==> config.mk <==
export PLATFORM = sky130hd
export DESIGN_NAME = rv_load_ext
export DESIGN_NICKNAME = d
export VERILOG_FILES = /design/src/common/rv_pkg.sv /design/src/design/rv_load_ext.sv
export SDC_FILE = /design/constraint.sdc
export NUM_CORES = 1
export LEC_CHECK = 0
export ABC_AREA = 1
export CAP_MARGIN = 10
export CORE_UTILIZATION = 45
export DETAILED_ROUTE_END_ITERATION = 10
export DONT_BUFFER_PORTS = 1
export SLEW_MARGIN = 20
export SYNTH_ARGS = -nofsm -noshare
export SYNTH_HDL_FRONTEND = slang
export SYNTH_SLANG_ARGS = --single-unit
==> constraint.sdc <==
create_clock -name vclk -period 1.8
set_input_delay 0.09 -clock vclk [all_inputs]
set_output_delay 0.09 -clock vclk [all_outputs]
set_load 0.01 [all_outputs]
==> src/common/rv_pkg.sv <==
package rv_pkg;

    // Datapath width and data memory geometry
    localparam int xlen       = 32;
    localparam int dmem_words = 256;
    localparam int dmem_idx_w = $clog2(dmem_words);

    // 1 registers the MEM/WB boundary, 0 passes it through
    localparam int mem_wb_reg = 1;

    // ADDI x0, x0, 0
    localparam logic [31:0] nop_instr = 32'h0000_0013;

    // Writeback result source
    typedef enum logic [2:0] {
        res_alu = 3'd0,
        res_mem = 3'd1,
        res_pc4 = 3'd2,
        res_jb  = 3'd3,
        res_csr = 3'd4
    } res_src_e;

    // Load/store funct3 encodings
    typedef enum logic [2:0] {
        f3_b  = 3'b000,
        f3_h  = 3'b001,
        f3_w  = 3'b010,
        f3_bu = 3'b100,
        f3_hu = 3'b101
    } funct3_e;

    typedef enum logic [1:0] {
        sz_byte = 2'd0,
        sz_half = 2'd1,
        sz_word = 2'd2
    } mem_size_e;

    // Executed instruction as it leaves EX/MEM
    typedef struct packed {
        logic            reg_write;
        logic            mem_write;
        res_src_e        res_src;
        funct3_e         funct3;
        logic [31:0]     instr;
        logic [4:0]      rd;
        logic [xlen-1:0] alu_result;
        logic [xlen-1:0] store_data;
        logic [xlen-1:0] pc_plus4;
        logic [xlen-1:0] jb_target;
        logic [xlen-1:0] csr_rdata;
    } ex_mem_t;

    typedef struct packed {
        logic            reg_write;
        res_src_e        res_src;
        funct3_e         funct3;
        logic [31:0]     instr;
        logic [4:0]      rd;
        logic [xlen-1:0] alu_result;
        logic [xlen-1:0] dmem_rdata_ext;
        logic [xlen-1:0] pc_plus4;
        logic [xlen-1:0] jb_target;
        logic [xlen-1:0] csr_rdata;
    } mem_wb_t;

    typedef struct packed {
        mem_size_e       size;
        logic            unsigned_load;
        logic [3:0]      byte_en;
        logic [xlen-1:0] wdata_shifted;
    } mem_ctrl_t;

    // Register file write port
    typedef struct packed {
        logic            we;
        logic [4:0]      rd;
        logic [xlen-1:0] data;
    } wb_port_t;

endpackage

==> src/design/rv_load_ext.sv <==
`timescale 1ns/1ps

module rv_load_ext (
    input  logic [rv_pkg::xlen-1:0]  rdata,
    input  logic [1:0]               addr_lo,
    input  rv_pkg::mem_size_e        size,
    input  logic                     unsigned_load,
    output logic [rv_pkg::xlen-1:0]  rdata_ext
);

    logic [7:0]  byte_lane;
    logic [15:0] half_lane;
    logic        byte_fill;
    logic        half_fill;

    assign byte_lane = rdata[{addr_lo, 3'b000} +: 8];
    assign half_lane = addr_lo[1] ? rdata[31:16] : rdata[15:0];

    // Sign bit of the lane, or zero for LBU/LHU
    assign byte_fill = byte_lane[7] & ~unsigned_load;
    assign half_fill = half_lane[15] & ~unsigned_load;

    always_comb begin
        unique case (size)
            rv_pkg::sz_byte: rdata_ext = {{(rv_pkg::xlen-8){byte_fill}}, byte_lane};
            rv_pkg::sz_half: rdata_ext = {{(rv_pkg::xlen-16){half_fill}}, half_lane};
            default:         rdata_ext = rdata;
        endcase
    end

endmodule

==> key figures <==
Clocking
  • Setup Buffers After CTS: 0
  • PostCTS Resize Cnt: 0
  • # hold bufs at CTS: 0

Timing
  • Slew of the pin with the lowest slew margin: 584 ps
  • RSZ-0062 raised after global routing: no
  • Max frequency: 0.948 GHz
  • Final Slew Violations: 0
  • Final period util: 58.6%
  • Slew headroom: 61.1%
  • Min Clock Period, post-route: 1050 ps
  • Final hold violation count: 0
  • Setup violators final: 0
  • Final TNS setup: 0 ps

Pwr
  • LEAKAGE: 0.501 nW
  • VDD IR max: 0.000120 V
  • Final Power: 205 uW
  • PwrDens: 244 mW/mm^2

Min path
  • Min-delay worst type: in -> out

GRT
  • GRT overflow: 0
  • Global-route usage over all layers: 19.1%
  • Initial antenna violation count: 0
  • First-pass GRT wire length: 3200 um
  • Largest net degree at the start of global routing: 36
  • Vias in the first global route: 741

Logic synthesis
  • Cell variety after synth: 24
  • Top-area cell type share of the netlist area: 30.2%
  • Post-Syn Instances: 154
  • Sequential area share after synthesis: 0%
  • YS warnings: 0
  • Synth top area cells: nand2_1 30%, nand3_2 20%, buf_12 6.5%, o211ai_1 5.7%, nand2_2 5.4%
  • Synth cell count leaders: 74 x nand2_1, 18 x nand3_2, 9 x nand3_1
  • Cell Area, Synth: 921 um^2
  • Top-count cell post-synth: nand2_1
  • Syn_nets: 191
  • Yosys top cell by area: nand2_1
  • Syn_area_per_cell: 5.98 um^2

Detailed routing
  • Vias per inst: 5.54
  • Antenna viol nets, final: 0
  • First-pass DRT Iterations: 4
  • Initial DRC count: 20
  • WL final: 2350 um
  • WL/cell: 13.9 um
  • Residual DRC count: 0
  • Via count: 937

Final layout
  • Layout area overhead: -8.83%
  • Ant diodes: 0
  • Final Instance Area: 840 um^2
  • NumNets Final: 183
  • Finished Layout Cells: 169
  • Proportion of layout cells with a drive suffix above 1: 28.5%
  • Final core occ: 46.1%
  • Clock buf count: 0
  • Register area: 0 um^2
  • Seq_cells: 0
  • Fill cells: 217

Floorplan
  • DIE AREA: 0.00223 mm^2
  • Core Region: 0.00182 mm^2
  • Die Height: 47.2 um
  • Site Rows: 15
  • Io pins: 69
  • Die X: 47.2 um
  • Initial Util: 50.6%

Run
  • Max-Cap Viols: 0

Status
  • Status: completed

Worst setup path
  • CP Data Arrival Time: 960 ps
  • Crit. End Element: primary output
  • CP max FO: 17
  • WP data required: 1710 ps
  • Category of the most critical setup path: in -> out
  • Kind of start point of the critical path: input pin

Placement
  • Dpl cells: 169
  • # port buffers: 0
  • Sum of net half-perimeters after detailed placement: 1830 um
  • Post-DP Area: 840 um^2
  • GP Congestion: 0.829
-- logic make-up after synthesis --
kind of cell | after synthesis | share of synthesized area [%]
compound gates | 9 | 7.06
buf+inv | 16 | 15.8
simple gates | 129 | 77.2
-- power by group --
| part | switching [mW] | total [mW] | leakage (nW) | internal [mW] |
|---|---|---|---|---|
| clock | 0 | 0 | 0 | 0 |
| combinational | 0.130 | 0.205 | 0.501 | 0.0746 |
| sequential | 0 | 0 | 0 | 0 |
-- final timing paths --
check / start / end / slack (ps) / cells past startpoint
setup / recovery: addr_lo[1] / rdata_ext[29] / 750 / 5
hold / removal: rdata[9] / rdata_ext[9] / 310 / 2
-- cell usage in the layout, fill, tap and decap left out --
| cell type | n |
|---|---|
| inv_4 | 1 |
| nand3_2 | 18 |
| or2_0 | 1 |
| a22oi_1 | 1 |
| nor2_2 | 1 |
| nand2_4 | 3 |
| nand2_1 | 74 |
| nor2_4 | 2 |
| a21oi_1 | 1 |
| or2_1 | 3 |
| inv_1 | 3 |
| inv_2 | 1 |
| o211ai_1 | 7 |
| and2_0 | 3 |
| and2_4 | 3 |
| or2_2 | 3 |
| nand3_1 | 9 |
| nand2_2 | 8 |
| and2_1 | 1 |
| inv_8 | 1 |
-- through the flow --
stage / hold WS, ps / worst slack (ps)
after floorplan: 307 / 854
after global placement: 311 / 765
after detailed placement: 311 / 728
after CTS: 311 / 728
after global routing: 318 / 631
final: 310 / 745
-- layout make-up --
class / instances / area, um^2 / area share (%)
inverter: 6 / 32.5 / 3.87
multi-input combinational: 138 / 776 / 92.4
tap: 25 / 31.3 / 3.73
-- worst max-delay path, stage by stage --
cell and delay [ps]:
inv_8 90, nand2_4 50, nand2_2 80, nand3_2 340, nand3_1 300
-- metal layers --
metal	wire [um]	global-route usage [%]	part of all wire, %
met1	998	28.3	43
met2	1100	31.8	47
met3	251	1.54	11
met4	0	0	0
met5	0	0	0
Power figures use the tool's default switching activity.
