==> src/common/rv_pkg.sv <==
package rv_pkg;

    // Datapath width and data memory geometry
    localparam int xlen       = 32;
    localparam int dmem_words = 256;
    localparam int dmem_idx_w = $clog2(dmem_words);

    // 1 registers the MEM/WB boundary, 0 passes it through
    localparam int mem_wb_reg = 1;

    // ADDI x0, x0, 0
    localparam logic [31:0] nop_instr = 32'h0000_0013;

    // Writeback result source
    typedef enum logic [2:0] {
        res_alu = 3'd0,
        res_mem = 3'd1,
        res_pc4 = 3'd2,
        res_jb  = 3'd3,
        res_csr = 3'd4
    } res_src_e;

    // Load/store funct3 encodings
    typedef enum logic [2:0] {
        f3_b  = 3'b000,
        f3_h  = 3'b001,
        f3_w  = 3'b010,
        f3_bu = 3'b100,
        f3_hu = 3'b101
    } funct3_e;

    typedef enum logic [1:0] {
        sz_byte = 2'd0,
        sz_half = 2'd1,
        sz_word = 2'd2
    } mem_size_e;

    // Executed instruction as it leaves EX/MEM
    typedef struct packed {
        logic            reg_write;
        logic            mem_write;
        res_src_e        res_src;
        funct3_e         funct3;
        logic [31:0]     instr;
        logic [4:0]      rd;
        logic [xlen-1:0] alu_result;
        logic [xlen-1:0] store_data;
        logic [xlen-1:0] pc_plus4;
        logic [xlen-1:0] jb_target;
        logic [xlen-1:0] csr_rdata;
    } ex_mem_t;

    typedef struct packed {
        logic            reg_write;
        res_src_e        res_src;
        funct3_e         funct3;
        logic [31:0]     instr;
        logic [4:0]      rd;
        logic [xlen-1:0] alu_result;
        logic [xlen-1:0] dmem_rdata_ext;
        logic [xlen-1:0] pc_plus4;
        logic [xlen-1:0] jb_target;
        logic [xlen-1:0] csr_rdata;
    } mem_wb_t;

    typedef struct packed {
        mem_size_e       size;
        logic            unsigned_load;
        logic [3:0]      byte_en;
        logic [xlen-1:0] wdata_shifted;
    } mem_ctrl_t;

    // Register file write port
    typedef struct packed {
        logic            we;
        logic [4:0]      rd;
        logic [xlen-1:0] data;
    } wb_port_t;

endpackage

==> src/design/rv_writeback.sv <==
`timescale 1ns/1ps

module rv_writeback (
    input  logic                     clk,
    input  logic                     rst_n,
    input  rv_pkg::mem_wb_t          q,
    input  logic [4:0]               raddr_a,
    input  logic [4:0]               raddr_b,
    output rv_pkg::wb_port_t         wb,
    output logic [rv_pkg::xlen-1:0]  rdata_a,
    output logic [rv_pkg::xlen-1:0]  rdata_b
);

    logic [rv_pkg::xlen-1:0] result;

    // x1..x31 only, x0 has no storage
    logic [rv_pkg::xlen-1:0] regs [1:31];

    always_comb begin
        unique case (q.res_src)
            rv_pkg::res_mem: result = q.dmem_rdata_ext;
            rv_pkg::res_pc4: result = q.pc_plus4;
            rv_pkg::res_jb:  result = q.jb_target;
            rv_pkg::res_csr: result = q.csr_rdata;
            default:         result = q.alu_result;
        endcase
    end

    always_comb begin
        wb.we   = q.reg_write && (q.rd != 5'd0);
        wb.rd   = q.rd;
        wb.data = result;
    end

    always_ff @(posedge clk) begin
        if (!rst_n) begin
            for (int i = 1; i < 32; i++) begin
                regs[i] <= '0;
            end
        end else if (wb.we) begin
            regs[wb.rd] <= wb.data;
        end
    end

    // No write-through, a write is readable the cycle after
    assign rdata_a = (raddr_a == 5'd0) ? '0 : regs[raddr_a];
    assign rdata_b = (raddr_b == 5'd0) ? '0 : regs[raddr_b];

endmodule

==> config.mk <==
export PLATFORM = sky130hd
export DESIGN_NAME = rv_writeback
export DESIGN_NICKNAME = d
export VERILOG_FILES = /design/src/common/rv_pkg.sv /design/src/design/rv_writeback.sv
export SDC_FILE = /design/constraint.sdc
export NUM_CORES = 2
export LEC_CHECK = 0
export BUFFER_PORTS_ARGS = -buffer_cell sky130_fd_sc_hd__buf_2
export CORE_AREA = 8 8 312 314
export CTS_CLUSTER_DIAMETER = 40
export DETAILED_ROUTE_END_ITERATION = 10
export DIE_AREA = 0 0 320 322
export GPL_ROUTABILITY_DRIVEN = 1
export PLACE_DENSITY = 0.78
export SLEW_MARGIN = 20
export SYNTH_ARGS = -nofsm -noshare
export SYNTH_HDL_FRONTEND = slang
export SYNTH_SLANG_ARGS = --single-unit
==> constraint.sdc <==
create_clock -name clk -period 3.6 [get_ports clk]
set_input_delay 0.18 -clock clk [delete_from_list [all_inputs] [get_ports clk]]
set_output_delay 0.18 -clock clk [all_outputs]
set_load 0.01 [all_outputs]
==> flow_summary.toml <==
[run_status]
status = "completed"

[final_layout]
nets = 4369
reg_top3 = "regs (1024)"
fillers = 6205
synthToLayoutAreaGrowth_pct = 12.7
fin_util = 0.668
stdcell_count = 5459
drive_above_1_share = 0.296
antenna_cells = 0
largest_register_ffs = 1024
regMostFlops = "regs"

[drt]
drc_errors = 0
drtIter0Drc = 6906
vias_per_cell = 7.32
wirelength_um = 184000
vias = 40000
first_pass_iters = 9
wl_per_cell_um = 33.7
final_antenna_net_count = 0

[hold_path]
hp-class = "in -> reg"

[floorplan]
core_sq_um = 92500
initial_utilization = 0.593
rows = 112
die_w_um = 320
die_height_um = 322
die_area_sq_um = 103000
io_pins = 318

[yosys]
yosysTopAreaCell = "edfxtp_1"
netlist_top_cells_area = "edfxtp_1 (56%), mux4_2 (16%), nor2_1 (6.9%)"
synth_area_sq_um = 54800
synth_area_per_cell_sq_um = 14.0
syn_inst = 3930
synth_seq_area_share = 0.561
synth_seq_cells = 1024
synthArstFlopShare = 0
ys_top_cells_by_count = "edfxtp_1 (1024), nor2_1 (1013), mux4_2 (388)"
synth_warnings = 0
synth.top_cell.area_share = 0.561
ys_types = 50
synth_most_common_cell = "edfxtp_1"
synth_edf_count = 1024
synth_ff_type = "edfxtp_1"

[clock_network]
hold_buffers = 0
cts_tree = "built"
clk_pin_slew_ns = 0.06
cts_resized = 0
cts_sinks = 1024
cts_buffers = 134
htree_levels = 4
cts_setup_buffers = 0
ctsRootBufferMaster = "clkbuf_16"
clock_path_buffers = 3

[timing]
finalHoldViolations = 0
period_minus_slack_ns = 3.44
rsz0062_at_grt = "false"
maxSlewHeadroom = 0.154
tightest_slew_ns = 1.26
tns_ns = 0
fmax_ghz = 0.290
finalCritPeriodShare = 0.957
slew_viol_final = 0
setup-violations-final = 0

[worst_setup_path]
cp-end-kind = "output pin"
crit_start = "regs[1][17]$_SDFFCE_PN0P_"
arrival_ns = 3.26
cp-start-kind = "register"
crit_required_ns = 3.42
crit_fanout = 2
crit_end = "rdata_a[17]"
criticalPathCategory = "reg -> out"

[global_route]
antenna_found_initial = 1
grt.overflow.total = 0
grt_pass1_wl_um = 262000
grt_pass1_vias = 39900
grt_util_all_layers = 0.348
grt_max_degree = 66

[placement]
gp_congestion = 0.952
dpl.cell_count = 5214
io_buffers = 282
dp_hpwl_um = 113000

[job]
maxCapViolations = 0

[power_and_ir_drop]
total_leakage_power_nw = 22.4
irDropWorstVdd_mv = 0.486
powerDensity_nw_per_um2 = 516
## per-stage QoR
stage	hold WS (ns)	setup slack [ns]	instance area [sq um]	total power [mW]
6_report	0.113	0.155	61800	31.9
5_1_grt	0.118	0.249	61800	32.5
4_1_cts	0.0802	0.434	61800	31.7
3_5_place_dp	0.684	0.596	57300	18.6
3_3_place_gp	0.673	0.611	57300	18.4
2_1_floorplan	0.452	1.30	55000	17.0
## cell usage in the layout (no fill, tap or decap), drive strengths merged, types with 11 or more instances in the layout
cell	synthesis	routed
mux2i	168	168
a31o	12	12
conb	1	32
mux2	64	64
and2b	20	20
a311oi	64	64
nor2	1017	1017
o211ai	20	20
clkinvlp	0	17
clkinv	0	49
a211oi	64	64
mux4	460	460
o2111ai	18	18
buf	279	488
nor3	22	22
nand2	141	141
edfxtp	1024	1024
bufinv	0	11
o21ai	142	142
a22oi	64	64
inv	35	53
nand3	32	32
nor2b	72	72
clkbuf	141	150
a221oi	46	46
## routing by layer
layer / vias to the layer above / global-route usage / share of wire
li1: 15500 / - / -
met1: 19600 / 0.427 / 0.31
met5: - / 0 / 0
met3: 858 / 0.117 / 0.16
met2: 3966 / 0.521 / 0.45
met4: 0 / 0.244 / 0.085
## layout make-up
type                    instances  area, sq um  share of cell area
inverters                      35          131             0.00213
well taps                    1197         1500              0.0242
repair buffers                488         3420              0.0553
clock inverters                95          927              0.0150
multi-input cells            2470        21500               0.349
flip-flops and latches       1024        30700               0.498
clock buffers                 150         3520              0.0570
## critical path, stage by stage (launching register included)
cell and delay (ns):
edfxtp_1 0.40, mux4_2 0.46, and2b_1 0.18, a211oi_1 0.84, a311oi_1 0.39, buf_2 0.27
## report_power, final
| part | total (mW) | switching, mW | internal, mW |
|---|---|---|---|
| clock | 13.3 | 5.41 | 7.93 |
| sequential | 14.2 | 0.376 | 13.8 |
| combinational | 4.35 | 2.65 | 1.71 |
| total | 31.9 | 8.43 | 23.4 |
## worst min-delay path by stage
| stage | from | endpoint | cells past startpoint |
|---|---|---|---|
| 2_1_floorplan | q[160] | wb[32] | 1 |
| 3_3_place_gp | q[160] | wb[32] | 2 |
| 3_5_place_dp | q[160] | wb[32] | 2 |
| 4_1_cts | q[4] | regs[8][4]$_SDFFCE_PN0P_ | 4 |
| 5_1_grt | q[4] | regs[8][4]$_SDFFCE_PN0P_ | 4 |
| 6_report | q[4] | regs[8][4]$_SDFFCE_PN0P_ | 4 |
## cell families (layout without fill, tap and decap cells)
kind of cell           after synthesis  after routing  share of synthesized area
AOI/OAI and AO/OA                  431            431                     0.0558
buffers and inverters              467            768                     0.0499
DFF                               1024           1024                      0.561
muxes                              692            692                      0.236
other                                1             32                  0.0000684
and+or+nand+nor                   1315           1315                     0.0971
No activity file was read; power rests on OpenSTA's default activity.
