`config.mk`:
```
export PLATFORM = sky130hd
export DESIGN_NAME = rv_mem_ctrl
export DESIGN_NICKNAME = d
export VERILOG_FILES = /design/src/common/rv_pkg.sv /design/src/design/rv_mem_ctrl.sv
export SDC_FILE = /design/constraint.sdc
export NUM_CORES = 1
export LEC_CHECK = 0
export ABC_AREA = 1
export BUFFER_PORTS_ARGS = -buffer_cell sky130_fd_sc_hd__clkbuf_2
export CAP_MARGIN = 40
export CORE_MARGIN = 2
export CORE_UTILIZATION = 40
export DETAILED_ROUTE_END_ITERATION = 10
export PLACE_DENSITY = 0.95
export SLEW_MARGIN = 20
export SYNTH_ARGS = -nofsm -noshare
export SYNTH_HDL_FRONTEND = slang
export SYNTH_SLANG_ARGS = --single-unit
```
`constraint.sdc`:
```
create_clock -name vclk -period 2.08
set_input_delay 0.208 -clock vclk [all_inputs]
set_output_delay 0.208 -clock vclk [all_outputs]
set_load 0.005 [all_outputs]
```
`src/common/rv_pkg.sv`:
```
package rv_pkg;

    // Datapath width and data memory geometry
    localparam int xlen       = 32;
    localparam int dmem_words = 256;
    localparam int dmem_idx_w = $clog2(dmem_words);

    // 1 registers the MEM/WB boundary, 0 passes it through
    localparam int mem_wb_reg = 1;

    // ADDI x0, x0, 0
    localparam logic [31:0] nop_instr = 32'h0000_0013;

    // Writeback result source
    typedef enum logic [2:0] {
        res_alu = 3'd0,
        res_mem = 3'd1,
        res_pc4 = 3'd2,
        res_jb  = 3'd3,
        res_csr = 3'd4
    } res_src_e;

    // Load/store funct3 encodings
    typedef enum logic [2:0] {
        f3_b  = 3'b000,
        f3_h  = 3'b001,
        f3_w  = 3'b010,
        f3_bu = 3'b100,
        f3_hu = 3'b101
    } funct3_e;

    typedef enum logic [1:0] {
        sz_byte = 2'd0,
        sz_half = 2'd1,
        sz_word = 2'd2
    } mem_size_e;

    // Executed instruction as it leaves EX/MEM
    typedef struct packed {
        logic            reg_write;
        logic            mem_write;
        res_src_e        res_src;
        funct3_e         funct3;
        logic [31:0]     instr;
        logic [4:0]      rd;
        logic [xlen-1:0] alu_result;
        logic [xlen-1:0] store_data;
        logic [xlen-1:0] pc_plus4;
        logic [xlen-1:0] jb_target;
        logic [xlen-1:0] csr_rdata;
    } ex_mem_t;

    typedef struct packed {
        logic            reg_write;
        res_src_e        res_src;
        funct3_e         funct3;
        logic [31:0]     instr;
        logic [4:0]      rd;
        logic [xlen-1:0] alu_result;
        logic [xlen-1:0] dmem_rdata_ext;
        logic [xlen-1:0] pc_plus4;
        logic [xlen-1:0] jb_target;
        logic [xlen-1:0] csr_rdata;
    } mem_wb_t;

    typedef struct packed {
        mem_size_e       size;
        logic            unsigned_load;
        logic [3:0]      byte_en;
        logic [xlen-1:0] wdata_shifted;
    } mem_ctrl_t;

    // Register file write port
    typedef struct packed {
        logic            we;
        logic [4:0]      rd;
        logic [xlen-1:0] data;
    } wb_port_t;

endpackage

```
`src/design/rv_mem_ctrl.sv`:
```
`timescale 1ns/1ps

module rv_mem_ctrl (
    input  rv_pkg::funct3_e          funct3,
    input  logic [1:0]               addr_lo,
    input  logic [rv_pkg::xlen-1:0]  store_data,
    output rv_pkg::mem_ctrl_t        ctrl
);

    // Bit offset of the addressed lane
    logic [4:0] byte_shift;
    logic [4:0] half_shift;

    assign byte_shift = {addr_lo, 3'b000};
    assign half_shift = {addr_lo[1], 4'b0000};

    always_comb begin
        ctrl.unsigned_load = (funct3 == rv_pkg::f3_bu) || (funct3 == rv_pkg::f3_hu);

        unique case (funct3)
            rv_pkg::f3_b,
            rv_pkg::f3_bu: begin
                ctrl.size          = rv_pkg::sz_byte;
                ctrl.byte_en       = 4'b0001 << addr_lo;
                ctrl.wdata_shifted = {{(rv_pkg::xlen-8){1'b0}}, store_data[7:0]}
                                     << byte_shift;
            end
            rv_pkg::f3_h,
            rv_pkg::f3_hu: begin
                // Halfword lane picked by addr[1], addr[0] ignored
                ctrl.size          = rv_pkg::sz_half;
                ctrl.byte_en       = 4'b0011 << {addr_lo[1], 1'b0};
                ctrl.wdata_shifted = {{(rv_pkg::xlen-16){1'b0}}, store_data[15:0]}
                                     << half_shift;
            end
            default: begin
                // Word access, low address bits ignored
                ctrl.size          = rv_pkg::sz_word;
                ctrl.byte_en       = 4'b1111;
                ctrl.wdata_shifted = store_data;
            end
        endcase
    end

endmodule

```
==> results by group <==
Setup path
  • CP required: about 1.9 ns
  • Crit path launch type: input pin
  • Crit. path cell count: 6
  • Critical path's most frequent cell: clkbuf_2
  • WP buf/inv: 3
  • CP peak stage delay: 0.40 ns
  • Worst-path fanout max: 19
  • Critical path type: input pin to output pin
  • Crit path to: ctrl[9]
  • CP Capture Type: output pin
  • Crit path from: funct3[1]
  • CP cell instances: clkbuf_2 > nor2_4 > inv_2 > nand3_1 > nand2_1 > clkbuf_2
  • Family with the most delay on the worst path: simple AND/OR/NAND/NOR gates
  • Slowest cell on crit path: nor2_4
  • CP Data Arrival Time: roughly 1.2 ns

Timing
  • Max-slew violation count: 0
  • Worst-margin pin slew: around 0.4 ns
  • Final setup margin: 0.6301 ns
  • Final setup fails: 0
  • Final worst path period need: roughly 1.4 ns
  • Setup tns final: 0 ns
  • Fin. Hold Viols: 0
  • RSZ-0062 raised after global routing: false
  • Max Clock Freq: between 0.6 and 0.7 GHz
  • Period utilisation layout: 69.70%
  • Worst slew margin: between 70% and 80%

Flow run
  • Max-Cap Viols: 0

Floorplan
  • Die area: 2106 µm²
  • DIE HEIGHT: 45.89 µm
  • Starting Density: between 40% and 50%
  • I/O pin count: between 70 and 80
  • FP Rows: 15
  • Total core area: ~1700 µm²
  • Chip Width: 45.89 µm

Placement
  • Gpl congestion: ~0.84
  • Port bufs: 76
  • Place WS: approximately 0.66 ns
  • DPL Wire Length: 1960 µm

Final layout
  • Fraction of layout cells with a size suffix above 1: 41.23%
  • Num sequential: 0
  • Area Overhead vs Synth: 46.17%
  • Number of nets in the final layout: 250
  • Diodes inserted: 0
  • Multi-input gate area: ~550 µm²
  • FF+latch area: 0 µm²
  • Fillers: approximately 180
  • Clock Buffer Count: 0

Routing
  • DR iter-0 viols: 27
  • DR vias: roughly 1100
  • Routed len/inst: 10.51 µm
  • WL met2: about 1200 µm
  • Router iterations before antenna repair: 4
  • Antenna-violating nets left: 0
  • # DRC: 0
  • Metal3 WL: roughly 130 µm
  • Max Used Layer: met4
  • Routed WL: around 2400 µm
  • Mean number of vias per cell: 5.026
  • Met1 Routed Length: 1000 µm

Synthesis
  • Yosys cell types: 16
  • Post-Syn Nets: roughly 180
  • Ys Warns: 0
  • Top-area cell type share of the netlist area: 28.88%
  • Synth area leader: nand2_1
  • Post-Syn Instances: around 140
  • Synthesized area per cell: 4.874 µm²
  • Top cells by area, synth: nand2_1 29%, nand3_1 18%, nand4_1 12%, nor2_1 9.6%, buf_6 8.0%
  • Most frequent cells after synthesis: 54 x nand2_1, 25 x nand3_1, 18 x nor2_1
  • Seq/Total Area, Yosys: 0%
  • Synth Cell Area: ~700 µm²
  • Most numerous cell in the Yosys netlist: nand2_1

Global route
  • Number of global-route vias before repair: 810
  • Pin count of the biggest net entering global routing: 20
  • Total GRT Usage: about a fifth
  • First-pass GRT wire length: between 3000 and 4000 µm
  • Remaining global-route overflow: 0
  • Initial antenna violation count: 0

Outcome
  • Run status: completed

Min path
  • Hold Startpoint: funct3[2]
  • Worst hold path class: input pin to output pin
  • Hold Path Depth: 4

Clocking
  • Setup Buffers After CTS: 0
  • Resized Gates After CTS: 0
  • Hold-fix buffers, CTS: 0

Power
  • Pwr/cell area: roughly 210 nW/µm²
  • Leakage Power: ~0.7 nW
  • Peak supply drop: ~130 µV
layer usage:
| layer | GRT usage, % | up-vias |
|---|---|---|
| li1 | - | 598 |
| met1 | 27.21 | 502 |
| met2 | 36.94 | 42 |
| met3 | 0 | 4 |
| met4 | 3.429 | 0 |
| met5 | 0 | - |
cells in the final DEF, fill, tap and decap left out:
| master | synthesis | layout |
|---|---|---|
| clkbuf_2 | 0 | 76 |
| nand2_1 | 54 | 54 |
| nand3_1 | 25 | 25 |
| nor2_1 | 18 | 18 |
| nand4_1 | 14 | 14 |
| inv_1 | 12 | 12 |
| inv_2 | 2 | 2 |
| nor2_4 | 2 | 2 |
| inv_4 | 2 | 2 |
| nand2_4 | 2 | 2 |
| nand2_2 | 1 | 1 |
| a21oi_1 | 1 | 1 |
| a22oi_2 | 1 | 1 |
| buf_4 | 2 | 1 |
tightest hold or removal path, stage by stage:
cell	delay, ns
clkbuf_2	0.08
inv_1	0.04
nor2_1	0.03
clkbuf_2	0.09
how the worst min path moves through the flow:
| stage | endpoint |
|---|---|
| 6_report | ctrl[36] |
| 4_1_cts | ctrl[36] |
| 3_5_place_dp | ctrl[36] |
| 3_3_place_gp | ctrl[36] |
| 5_1_grt | ctrl[36] |
| 2_1_floorplan | ctrl[36] |
power breakdown:
| group | internal (mW) | switching, mW |
|---|---|---|
| sequential | 0 | 0 |
| clock | 0 | 0 |
| combinational | 0.0950 | 0.123 |
| total | 0.0950 | 0.123 |
logic make-up (layout without fill, tap and decap cells):
group           Yosys count  after routing  share of synthesized area, %
simple gates            116            116                         76.11
compound gates            2              2                         2.495
buf+inv                  26             93                         21.39
stage by stage:
step | instance area, µm² | utilization (%) | power, mW | hold slack, ns | std cells
global placement | 1026 | 60.74 | 0.2133 | 0.6550 | 228
CTS | 1026 | 60.74 | 0.2181 | 0.6598 | 228
finish | 1026 | 60.74 | 0.2176 | 0.6575 | 228
floorplan | 701.9 | - | 0.1207 | 0.4829 | 144
global route | 1026 | 60.74 | 0.2437 | 0.7020 | 228
detailed placement | 1026 | 60.74 | 0.2174 | 0.6590 | 228
layout make-up:
cell class	instances	share of cell area, %
multi-input combinational	118	53.78
timing repair buffer	77	37.81
inverter	16	6.341
tap	17	2.073
Note: power is estimated with default switching activity, not from simulation.
